$ cat src/rtl/rv_pkg.sv
package rv_pkg;

    //////////////////////////////////////////////////
    // widths
    //////////////////////////////////////////////////

    // data path width
    parameter int XLEN = 32;

    // architectural register count, x0 included
    parameter int NUM_REGS = 32;

    // one register or result value
    typedef logic [XLEN-1:0] word_t;

    // register index, wide enough for NUM_REGS
    typedef logic [$clog2(NUM_REGS)-1:0] reg_addr_t;

    //////////////////////////////////////////////////
    // major opcodes
    //////////////////////////////////////////////////

    // register-register alu group
    parameter logic [6:0] OPCODE_OP     = 7'b0110011;
    // register-immediate alu group
    parameter logic [6:0] OPCODE_OP_IMM = 7'b0010011;
    // load upper immediate
    parameter logic [6:0] OPCODE_LUI    = 7'b0110111;

    //////////////////////////////////////////////////
    // alu operations
    //////////////////////////////////////////////////

    // pass_b hands operand b straight through, used by lui
    typedef enum logic [3:0] {
        ALU_ADD    = 4'd0,
        ALU_SUB    = 4'd1,
        ALU_SLL    = 4'd2,
        ALU_SLT    = 4'd3,
        ALU_SLTU   = 4'd4,
        ALU_XOR    = 4'd5,
        ALU_SRL    = 4'd6,
        ALU_SRA    = 4'd7,
        ALU_OR     = 4'd8,
        ALU_AND    = 4'd9,
        ALU_PASS_B = 4'd10
    } alu_op_e;

endpackage

$ cat src/rtl/rv_alu.sv
module rv_alu (
    input  rv_pkg::alu_op_e i_op,
    input  rv_pkg::word_t   i_a,
    input  rv_pkg::word_t   i_b,
    output rv_pkg::word_t   o_y
);

    // shift amount from low five bits of b
    logic [4:0] shamt;

    assign shamt = i_b[4:0];

    always_comb
    begin
        case (i_op)
            rv_pkg::ALU_ADD:
                o_y = i_a + i_b;
            rv_pkg::ALU_SUB:
                o_y = i_a - i_b;
            rv_pkg::ALU_SLL:
                o_y = i_a << shamt;
            // signed compare, result 0 or 1
            rv_pkg::ALU_SLT:
                o_y = ($signed(i_a) < $signed(i_b)) ? 32'd1 : 32'd0;
            // unsigned compare
            rv_pkg::ALU_SLTU:
                o_y = (i_a < i_b) ? 32'd1 : 32'd0;
            rv_pkg::ALU_XOR:
                o_y = i_a ^ i_b;
            rv_pkg::ALU_SRL:
                o_y = i_a >> shamt;
            // arithmetic shift keeps the sign bit
            rv_pkg::ALU_SRA:
                o_y = rv_pkg::word_t'($signed(i_a) >>> shamt);
            rv_pkg::ALU_OR:
                o_y = i_a | i_b;
            rv_pkg::ALU_AND:
                o_y = i_a & i_b;
            // lui
            rv_pkg::ALU_PASS_B:
                o_y = i_b;
            default:
                o_y = '0;
        endcase
    end

endmodule

$ cat src/rtl/rv_alu_core.sv
module rv_alu_core #(
    parameter int RETIRE_DEPTH = 4
) (
    input  logic              clk,
    input  logic              rst_n,
    input  logic              i_instr_valid,
    output logic              o_instr_ready,
    input  rv_pkg::word_t     i_instr,
    output logic              o_ret_valid,
    input  logic              i_ret_ready,
    output rv_pkg::reg_addr_t o_ret_rd,
    output rv_pkg::word_t     o_ret_data,
    output logic              o_ret_illegal
);

    //////////////////////////////////////////////////
    // decode outputs
    //////////////////////////////////////////////////
    rv_pkg::alu_op_e   dec_alu_op;
    logic              dec_use_imm;
    rv_pkg::word_t     dec_imm;
    rv_pkg::reg_addr_t dec_rs1;
    rv_pkg::reg_addr_t dec_rs2;
    rv_pkg::reg_addr_t dec_rd;
    logic              dec_wen;
    logic              dec_illegal;

    // register file reads
    rv_pkg::word_t     rs1_data;
    rv_pkg::word_t     rs2_data;

    // writeback / push side
    logic              wb_valid;
    logic              wb_wen;
    rv_pkg::reg_addr_t wb_rd;
    rv_pkg::word_t     wb_data;
    logic              wb_illegal;

    // queue full doubles as pipeline stall
    logic              ret_full;
    logic              issue;

    assign o_instr_ready = !ret_full;
    assign issue         = i_instr_valid && !ret_full;

    rv_decoder u_decoder (
        .i_instr   (i_instr),
        .o_alu_op  (dec_alu_op),
        .o_use_imm (dec_use_imm),
        .o_imm     (dec_imm),
        .o_rs1     (dec_rs1),
        .o_rs2     (dec_rs2),
        .o_rd      (dec_rd),
        .o_wen     (dec_wen),
        .o_illegal (dec_illegal)
    );

    rv_regfile u_regfile (
        .clk        (clk),
        .rst_n      (rst_n),
        .i_rs1      (dec_rs1),
        .i_rs2      (dec_rs2),
        .o_rs1_data (rs1_data),
        .o_rs2_data (rs2_data),
        .i_wen      (wb_wen),
        .i_rd       (wb_rd),
        .i_wd       (wb_data)
    );

    rv_execute u_execute (
        .clk          (clk),
        .rst_n        (rst_n),
        .i_stall      (ret_full),
        .i_issue      (issue),
        .i_alu_op     (dec_alu_op),
        .i_use_imm    (dec_use_imm),
        .i_imm        (dec_imm),
        .i_rs1        (dec_rs1),
        .i_rs2        (dec_rs2),
        .i_rd         (dec_rd),
        .i_wen        (dec_wen),
        .i_illegal    (dec_illegal),
        .i_rs1_data   (rs1_data),
        .i_rs2_data   (rs2_data),
        .o_wb_valid   (wb_valid),
        .o_wb_wen     (wb_wen),
        .o_wb_rd      (wb_rd),
        .o_wb_data    (wb_data),
        .o_wb_illegal (wb_illegal)
    );

    rv_retire_fifo #(
        .RETIRE_DEPTH (RETIRE_DEPTH)
    ) u_retire_fifo (
        .clk       (clk),
        .rst_n     (rst_n),
        .i_push    (wb_valid),
        .i_rd      (wb_rd),
        .i_data    (wb_data),
        .i_illegal (wb_illegal),
        .o_full    (ret_full),
        .o_valid   (o_ret_valid),
        .i_ready   (i_ret_ready),
        .o_rd      (o_ret_rd),
        .o_data    (o_ret_data),
        .o_illegal (o_ret_illegal)
    );

endmodule

$ cat src/rtl/rv_decoder.sv
module rv_decoder (
    input  rv_pkg::word_t     i_instr,
    output rv_pkg::alu_op_e   o_alu_op,
    output logic              o_use_imm,
    output rv_pkg::word_t     o_imm,
    output rv_pkg::reg_addr_t o_rs1,
    output rv_pkg::reg_addr_t o_rs2,
    output rv_pkg::reg_addr_t o_rd,
    output logic              o_wen,
    output logic              o_illegal
);

    // instruction fields
    logic [6:0]        opcode;
    logic [2:0]        funct3;
    logic [6:0]        funct7;
    rv_pkg::reg_addr_t rd_field;
    logic              legal;

    assign opcode   = i_instr[6:0];
    assign rd_field = i_instr[11:7];
    assign funct3   = i_instr[14:12];
    assign funct7   = i_instr[31:25];

    // source fields go out raw, unused ones are harmless
    assign o_rs1 = i_instr[19:15];
    assign o_rs2 = i_instr[24:20];

    //////////////////////////////////////////////////
    // opcode and funct decode
    //////////////////////////////////////////////////
    always_comb
    begin
        o_alu_op  = rv_pkg::ALU_ADD;
        o_use_imm = 1'b0;
        o_imm     = '0;
        legal     = 1'b1;
        case (opcode)
            rv_pkg::OPCODE_OP:
            begin
                case (funct3)
                    3'b000:  o_alu_op = funct7[5] ? rv_pkg::ALU_SUB : rv_pkg::ALU_ADD;
                    3'b001:  o_alu_op = rv_pkg::ALU_SLL;
                    3'b010:  o_alu_op = rv_pkg::ALU_SLT;
                    3'b011:  o_alu_op = rv_pkg::ALU_SLTU;
                    3'b100:  o_alu_op = rv_pkg::ALU_XOR;
                    3'b101:  o_alu_op = funct7[5] ? rv_pkg::ALU_SRA : rv_pkg::ALU_SRL;
                    3'b110:  o_alu_op = rv_pkg::ALU_OR;
                    default: o_alu_op = rv_pkg::ALU_AND;
                endcase
                // funct7 0x20 only valid for sub and sra
                if (funct7 == 7'b0100000)
                begin
                    if (funct3 != 3'b000 && funct3 != 3'b101)
                        legal = 1'b0;
                end
                else if (funct7 != 7'b0000000)
                begin
                    legal = 1'b0;
                end
            end
            rv_pkg::OPCODE_OP_IMM:
            begin
                // i-type, sign extended from bit 31
                o_use_imm = 1'b1;
                o_imm     = {{20{i_instr[31]}}, i_instr[31:20]};
                case (funct3)
                    3'b000:  o_alu_op = rv_pkg::ALU_ADD;
                    3'b010:  o_alu_op = rv_pkg::ALU_SLT;
                    3'b011:  o_alu_op = rv_pkg::ALU_SLTU;
                    3'b100:  o_alu_op = rv_pkg::ALU_XOR;
                    3'b110:  o_alu_op = rv_pkg::ALU_OR;
                    3'b111:  o_alu_op = rv_pkg::ALU_AND;
                    3'b001:
                    begin
                        // slli, upper bits must be zero
                        o_alu_op = rv_pkg::ALU_SLL;
                        legal    = (funct7 == 7'b0000000);
                    end
                    default:
                    begin
                        // srli / srai share funct3
                        o_alu_op = funct7[5] ? rv_pkg::ALU_SRA : rv_pkg::ALU_SRL;
                        legal    = (funct7 == 7'b0000000) || (funct7 == 7'b0100000);
                    end
                endcase
            end
            rv_pkg::OPCODE_LUI:
            begin
                // u-type, low 12 bits zero
                o_alu_op  = rv_pkg::ALU_PASS_B;
                o_use_imm = 1'b1;
                o_imm     = {i_instr[31:12], 12'b0};
            end
            default:
            begin
                legal = 1'b0;
            end
        endcase
    end

    // illegal or x0 destination means no write and rd zero
    assign o_illegal = ~legal;
    assign o_wen     = legal && (rd_field != '0);
    assign o_rd      = legal ? rd_field : '0;

endmodule

$ cat src/rtl/rv_execute.sv
module rv_execute (
    input  logic              clk,
    input  logic              rst_n,
    input  logic              i_stall,
    input  logic              i_issue,
    input  rv_pkg::alu_op_e   i_alu_op,
    input  logic              i_use_imm,
    input  rv_pkg::word_t     i_imm,
    input  rv_pkg::reg_addr_t i_rs1,
    input  rv_pkg::reg_addr_t i_rs2,
    input  rv_pkg::reg_addr_t i_rd,
    input  logic              i_wen,
    input  logic              i_illegal,
    input  rv_pkg::word_t     i_rs1_data,
    input  rv_pkg::word_t     i_rs2_data,
    output logic              o_wb_valid,
    output logic              o_wb_wen,
    output rv_pkg::reg_addr_t o_wb_rd,
    output rv_pkg::word_t     o_wb_data,
    output logic              o_wb_illegal
);

    // decode/execute register
    logic              de_valid;
    rv_pkg::alu_op_e   de_alu_op;
    logic              de_use_imm;
    rv_pkg::word_t     de_imm;
    rv_pkg::reg_addr_t de_rs1;
    rv_pkg::reg_addr_t de_rs2;
    rv_pkg::reg_addr_t de_rd;
    logic              de_wen;
    logic              de_illegal;
    rv_pkg::word_t     de_rs1_data;
    rv_pkg::word_t     de_rs2_data;

    // execute/writeback register
    logic              wb_valid;
    logic              wb_wen;
    rv_pkg::reg_addr_t wb_rd;
    rv_pkg::word_t     wb_data;
    logic              wb_illegal;

    // forwarding and alu
    logic              fwd_a;
    logic              fwd_b;
    rv_pkg::word_t     op_a;
    rv_pkg::word_t     rs2_val;
    rv_pkg::word_t     op_b;
    rv_pkg::word_t     alu_y;

    //////////////////////////////////////////////////
    // forwarding
    //////////////////////////////////////////////////

    // wb_wen is never set for x0, so no x0 check needed
    assign fwd_a = wb_valid && wb_wen && (wb_rd == de_rs1);
    assign fwd_b = wb_valid && wb_wen && (wb_rd == de_rs2);

    assign op_a    = fwd_a ? wb_data : de_rs1_data;
    assign rs2_val = fwd_b ? wb_data : de_rs2_data;
    // immediate replaces rs2 for op_imm and lui
    assign op_b    = de_use_imm ? de_imm : rs2_val;

    rv_alu u_alu (
        .i_op (de_alu_op),
        .i_a  (op_a),
        .i_b  (op_b),
        .o_y  (alu_y)
    );

    //////////////////////////////////////////////////
    // pipeline registers
    //////////////////////////////////////////////////
    always_ff @(posedge clk)
    begin
        if (!rst_n)
        begin
            de_valid    <= 1'b0;
            de_alu_op   <= rv_pkg::ALU_ADD;
            de_use_imm  <= 1'b0;
            de_imm      <= '0;
            de_rs1      <= '0;
            de_rs2      <= '0;
            de_rd       <= '0;
            de_wen      <= 1'b0;
            de_illegal  <= 1'b0;
            de_rs1_data <= '0;
            de_rs2_data <= '0;
            wb_valid    <= 1'b0;
            wb_wen      <= 1'b0;
            wb_rd       <= '0;
            wb_data     <= '0;
            wb_illegal  <= 1'b0;
        end
        // queue full, everything holds
        else if (!i_stall)
        begin
            de_valid <= i_issue;
            // payload only moves on acceptance
            if (i_issue)
            begin
                de_alu_op   <= i_alu_op;
                de_use_imm  <= i_use_imm;
                de_imm      <= i_imm;
                de_rs1      <= i_rs1;
                de_rs2      <= i_rs2;
                de_rd       <= i_rd;
                de_wen      <= i_wen;
                de_illegal  <= i_illegal;
                de_rs1_data <= i_rs1_data;
                de_rs2_data <= i_rs2_data;
            end
            wb_valid   <= de_valid;
            wb_wen     <= de_valid && de_wen;
            wb_rd      <= de_rd;
            // illegal result zeroed, value has no meaning
            wb_data    <= de_illegal ? '0 : alu_y;
            wb_illegal <= de_illegal;
        end
    end

    // write and push fire once, never while held
    assign o_wb_valid   = wb_valid && !i_stall;
    assign o_wb_wen     = wb_valid && wb_wen && !i_stall;
    assign o_wb_rd      = wb_rd;
    assign o_wb_data    = wb_data;
    assign o_wb_illegal = wb_illegal;

endmodule

$ cat src/rtl/rv_regfile.sv
module rv_regfile (
    input  logic              clk,
    input  logic              rst_n,
    input  rv_pkg::reg_addr_t i_rs1,
    input  rv_pkg::reg_addr_t i_rs2,
    output rv_pkg::word_t     o_rs1_data,
    output rv_pkg::word_t     o_rs2_data,
    input  logic              i_wen,
    input  rv_pkg::reg_addr_t i_rd,
    input  rv_pkg::word_t     i_wd
);

    // architectural state
    rv_pkg::word_t regs [rv_pkg::NUM_REGS];

    // write port, x0 never stored
    always_ff @(posedge clk)
    begin
        if (!rst_n)
        begin
            for (int i = 0; i < rv_pkg::NUM_REGS; i++)
                regs[i] <= '0;
        end
        else if (i_wen && (i_rd != '0))
        begin
            regs[i_rd] <= i_wd;
        end
    end

    // read ports
    // x0 reads zero, same-cycle write bypasses the array
    assign o_rs1_data = (i_rs1 == '0)                  ? '0   :
                        (i_wen && (i_rd == i_rs1))     ? i_wd :
                                                         regs[i_rs1];
    assign o_rs2_data = (i_rs2 == '0)                  ? '0   :
                        (i_wen && (i_rd == i_rs2))     ? i_wd :
                                                         regs[i_rs2];

endmodule

$ cat src/rtl/rv_retire_fifo.sv
module rv_retire_fifo #(
    parameter int RETIRE_DEPTH = 4
) (
    input  logic              clk,
    input  logic              rst_n,
    input  logic              i_push,
    input  rv_pkg::reg_addr_t i_rd,
    input  rv_pkg::word_t     i_data,
    input  logic              i_illegal,
    output logic              o_full,
    output logic              o_valid,
    input  logic              i_ready,
    output rv_pkg::reg_addr_t o_rd,
    output rv_pkg::word_t     o_data,
    output logic              o_illegal
);

    localparam int PTR_W = $clog2(RETIRE_DEPTH);
    localparam logic [PTR_W:0] DEPTH_CNT = RETIRE_DEPTH[PTR_W:0];

    // entry storage
    rv_pkg::reg_addr_t rd_mem   [RETIRE_DEPTH];
    rv_pkg::word_t     data_mem [RETIRE_DEPTH];
    logic              ill_mem  [RETIRE_DEPTH];

    logic [PTR_W-1:0]  wr_ptr;
    logic [PTR_W-1:0]  rd_ptr;
    logic [PTR_W:0]    count;
    logic              do_push;
    logic              do_pop;

    // push refused while full, even with a pop in the same cycle
    assign do_push = i_push && !o_full;
    assign do_pop  = o_valid && i_ready;

    always_ff @(posedge clk)
    begin
        if (do_push)
        begin
            rd_mem[wr_ptr]   <= i_rd;
            data_mem[wr_ptr] <= i_data;
            ill_mem[wr_ptr]  <= i_illegal;
        end
    end

    // pointers wrap since depth is a power of two
    always_ff @(posedge clk)
    begin
        if (!rst_n)
        begin
            wr_ptr <= '0;
            rd_ptr <= '0;
            count  <= '0;
        end
        else
        begin
            if (do_push)
                wr_ptr <= wr_ptr + 1'b1;
            if (do_pop)
                rd_ptr <= rd_ptr + 1'b1;
            if (do_push && !do_pop)
                count <= count + 1'b1;
            else if (do_pop && !do_push)
                count <= count - 1'b1;
        end
    end

    // head of queue
    assign o_full    = (count == DEPTH_CNT);
    assign o_valid   = (count != '0);
    assign o_rd      = rd_mem[rd_ptr];
    assign o_data    = data_mem[rd_ptr];
    assign o_illegal = ill_mem[rd_ptr];

endmodule

$ cat config.mk
export PLATFORM = sky130hd
export DESIGN_NAME = rv_alu_core
export DESIGN_NICKNAME = d
export VERILOG_FILES = /design/src/rtl/rv_pkg.sv /design/src/rtl/rv_alu.sv /design/src/rtl/rv_alu_core.sv /design/src/rtl/rv_decoder.sv /design/src/rtl/rv_execute.sv /design/src/rtl/rv_regfile.sv /design/src/rtl/rv_retire_fifo.sv
export SDC_FILE = /design/constraint.sdc
export NUM_CORES = 2
export LEC_CHECK = 0
export ABC_AREA = 0
export BUFFER_PORTS_ARGS = -buffer_cell sky130_fd_sc_hd__buf_2
export CORE_MARGIN = 2
export CORE_UTILIZATION = 47
export DETAILED_ROUTE_END_ITERATION = 7
export GPL_TIMING_DRIVEN = 0
export MAX_ROUTING_LAYER = met4
export SLEW_MARGIN = 25
export SYNTH_ARGS = -nofsm -noshare
export SYNTH_HDL_FRONTEND = slang
export SYNTH_HIERARCHICAL = 1
export SYNTH_SLANG_ARGS = --single-unit
$ cat constraint.sdc
create_clock -name clk -period 6.7 [get_ports clk]
set_input_delay 0 -clock clk [delete_from_list [all_inputs] [get_ports clk]]
set_output_delay 0 -clock clk [all_outputs]
set_load 0.1 [all_outputs]
==> impl_results.md <==
- Status: completed
- Post-Route Setup TNS: 0 ps
- Leakage: 32.0 nW
- Critical-path cell list: xnor2_1 > and4_1 > clkbuf_1 > clkbuf_2 > a32oi_1 > nand3_2 > buf_2 > inv_2 > clkbuf_4 > clkbuf_4 > buf_4 > ha_1 > o21bai_1 > a211o_1 > and3_1 > nor4_4 > buf_4 > a21oi_2 > a31oi_1 > o41ai_2 > a31oi_1 > or3_1 > a22oi_1 > nor2b_1
- WP data required: 7410 ps
- Met2 wire len: 161,000 um
- Root Buffer: clkbuf_16
- CTS tree: yes
- CP peak stage delay: 540 ps
- Number of synthesized flops with an enable pin: 1,176
- Final hold slack: 192 ps
- FFs w/ async S/R, synth: 0%
- Max Slew Vio Count: 0
- Avg Cell Area, Syn: 12.3 um2
- Maximum VDD drop: 655 uV
- Die Span Y: 410 um
- Vias in the first global route: 58,458
- Clk buf depth: 3
- Most frequent cells in the layout: edfxtp_1 (1,176), and2_1 (1,018), mux4_2 (459)
- Max cap viols: 0
- DR top layer: met4
- Post-Synth Adder-Cell Area: 1.77%
- Unrepaired setup endpoints after global routing: no
- FP Rows: 149
- Num Clock Sinks: 1,344
- R2r setup slk: 70 ps
- Proportion of layout cells with a drive suffix above 1: 18.5%
- DRT Wirelength: 374,000 um
- Num CTS Buffers: 151
- Synth Area in Simple Gates: 14.0%
- DRT antenna net count: 0
- Die ar.: 168,000 um2
- First-pass GRT wire length: 498,000 um
- DP HPWL: 279,000 um
- Final period util: 99.0%
- First drt pass iteration count: 6
- Vias: 61,504
- Cell Area, Synth: 77,600 um2
- Tmin final: 6630 ps
- Met3 wire length: 39,800 um
- Tot GR Track Use: 45.2%
- Layout Skew: 46.8 ps
- Ys Warns: 6
- I/O Buffers: 73
- Synth Register Bits: 1,344
- Worst Setup Start Kind: flop
- Pwr per Cell Area: 298 nW/um2
- Largest family of logic cells by synthesized area: multiplexers
- Initial antenna violation count: 23
- Register area share after synthesis: 49.8%
- Max frequency: 0.151 GHz
- Largest net degree at the start of global routing: 39
- Slowest-stage cell, CP: dfxtp_4
- Compound-gate portion of the synthesized area: 11.4%
- Total congestion overflow: 0
- Slew headroom: 12.7%
- Worst-path fanout max: 13
- Post-Synth XOR/XNOR Area: 0.338%
- Commonest non-fill, non-tap cell in the layout: edfxtp_1
- Multiplexer share of the synthesized area: 18.6%
- Die W: 410 um
- Crit Path Class: flop to flop
- Top-Level Pins: 76
- Starting Density: 47.2%
- Iteration-0 DRC count of the detailed router: 10,612
- Arr. time, crit path: 7340 ps
- Ys flop type: edfxtp_1
- Hold Crit Class: input pin to flop
- Post-DR wirelength/cell: 41.4 um
- Vias per cell: 6.81
- Core ar.: 164,000 um2
- GPL Wtd Cong: 1.11
- Synth Instances: 6,310
- Setup ws final: 66.0 ps
- DRC viols: 0
- Clk Latency, worst-skew pair: 840 ps
- CP Capture Type: flop
- Fill count: 14,216
- Htree depth: 4
- Clock transition at path regs: 60 ps
- Synth unique cells: 98
- Final setup fails: 0
- Place WS: -1120 ps
- Endpoints failing hold: 0
- Worst slew pin tran: 1310 ps
- Met1 wire length: 133,000 um
- # nets final: 6,861
- Area grow syn2layout: 14.5%
- Core Util, Final: 54.1%
==> cell families (layout without fill, tap and decap cells) <==
kind of cell    after synthesis  count (layout)
xor+xnor                     30              30
flops                      1344            1344
other cells                   1              47
fa+ha+maj                   108             108
mux                         850             850
simple gates               1998            1998
buf+inv                     732            1223
compound gates             1247            1247
==> area by class of cell <==
type,count,area [um2],share of cell area [%]
sequential,1344,38700,43.6
multi-input combinational,4265,36500,41.1
clock buffer,210,4160,4.68
timing repair buffer,224,2960,3.33
buffer,626,2840,3.19
tap,2189,2740,3.08
clock inverter,58,526,0.591
inverter,105,394,0.443
antenna,15,37.5,0.0422
==> stage by stage <==
step	total power, mW	instances	area, um2
after global placement	18.0	8603	80800
after floorplan	14.6	6341	77700
after CTS	26.2	9019	88800
after detailed placement	18.2	8695	83500
after global routing	27.0	9029	88900
final	26.5	9036	88900
==> cell usage after synthesis, types with 25 or more instances <==
cell / n / area share [%]
a211oi_1: 29 / 0.28
ha_1: 105 / 1.7
a22oi_1: 189 / 1.8
and2_1: 1022 / 8.2
buf_2: 111 / 0.72
clkbuf_1: 426 / 2.1
a21boi_0: 123 / 1.2
mux2_2: 29 / 0.42
nand3b_1: 38 / 0.37
a32oi_1: 42 / 0.47
o221ai_1: 53 / 0.60
nand2_1: 432 / 2.1
nand3_1: 73 / 0.47
o211ai_1: 29 / 0.28
a21oi_1: 249 / 1.6
edfxtp_1: 1176 / 45
a22o_1: 57 / 0.64
nor2_1: 225 / 1.1
a221oi_1: 25 / 0.28
dfxtp_1: 168 / 4.3
mux2i_1: 330 / 4.3
nor3_1: 45 / 0.29
buf_1: 38 / 0.18
o21ai_0: 135 / 0.87
buf_4: 35 / 0.34
nor2b_1: 66 / 0.53
o22ai_1: 62 / 0.50
a221o_1: 29 / 0.37
mux4_2: 459 / 13
inv_1: 99 / 0.48
mux2_4: 31 / 0.60
a2111oi_0: 29 / 0.33
==> routing by layer <==
metal,vias to the layer above,track usage [%]
met5,-,-
met4,0,37.4
met3,1199,10.5
met2,4378,64.7
met1,31154,54.3
li1,24773,-
==> worst max-delay path: cells and delay by family, from the launching register on <==
kind | cells | cell delay [ps]
buf+inv | 8 | 2030
compound gates | 8 | 2030
simple gates | 6 | 1320
flops | 1 | 540
fa+ha+maj | 1 | 380
xor+xnor | 1 | 130
==> repair_timing <==
action / CTS / global route
gates resized for setup: 20 / 13
endpoints found under the setup margin: 26 / 11
hold buffers: 56 / 0
hold endpoints to repair: 81 / 0
pin swaps: 0 / 3
setup buffers: 0 / 2
==> state kept, by name, indices dropped and copies added, names as in the netlist, 20 cells and up, named ones only <==
signal / flops
u_retire_fifo/data_mem: 128
u_execute/de_rs2_data: 32
u_execute/o_wb_data: 32
u_regfile/regs: 1024
u_execute/de_imm: 32
u_retire_fifo/rd_mem: 20
u_execute/de_rs1_data: 32
==> report_power, final <==
group	leakage (nW)	switching [mW]	internal, mW
Clock	2.28	3.53	4.51
Combinational	16.4	5.84	2.31
Sequential	13.3	0.719	9.56
Total	32.0	10.1	16.4
==> worst paths after layout <==
check | startpoint | endpoint | depth (start not counted)
setup / recovery | u_execute/o_wb_rd[0]$_SDFFE_PN0N_ | u_execute/o_wb_data[0]$_SDFFE_PN0N_ | 24
hold / removal | i_instr[15] | u_execute/de_rs1[0]$_SDFFE_PN0P_ | 5
setup reg to reg | u_execute/o_wb_rd[0]$_SDFFE_PN0N_ | u_execute/o_wb_data[0]$_SDFFE_PN0N_ | 24
hold reg to reg | u_execute/de_rs1_data[13]$_SDFFE_PN0P_ | u_execute/de_rs1_data[13]$_SDFFE_PN0P_ | 2
Power figures use the tool's default switching activity.
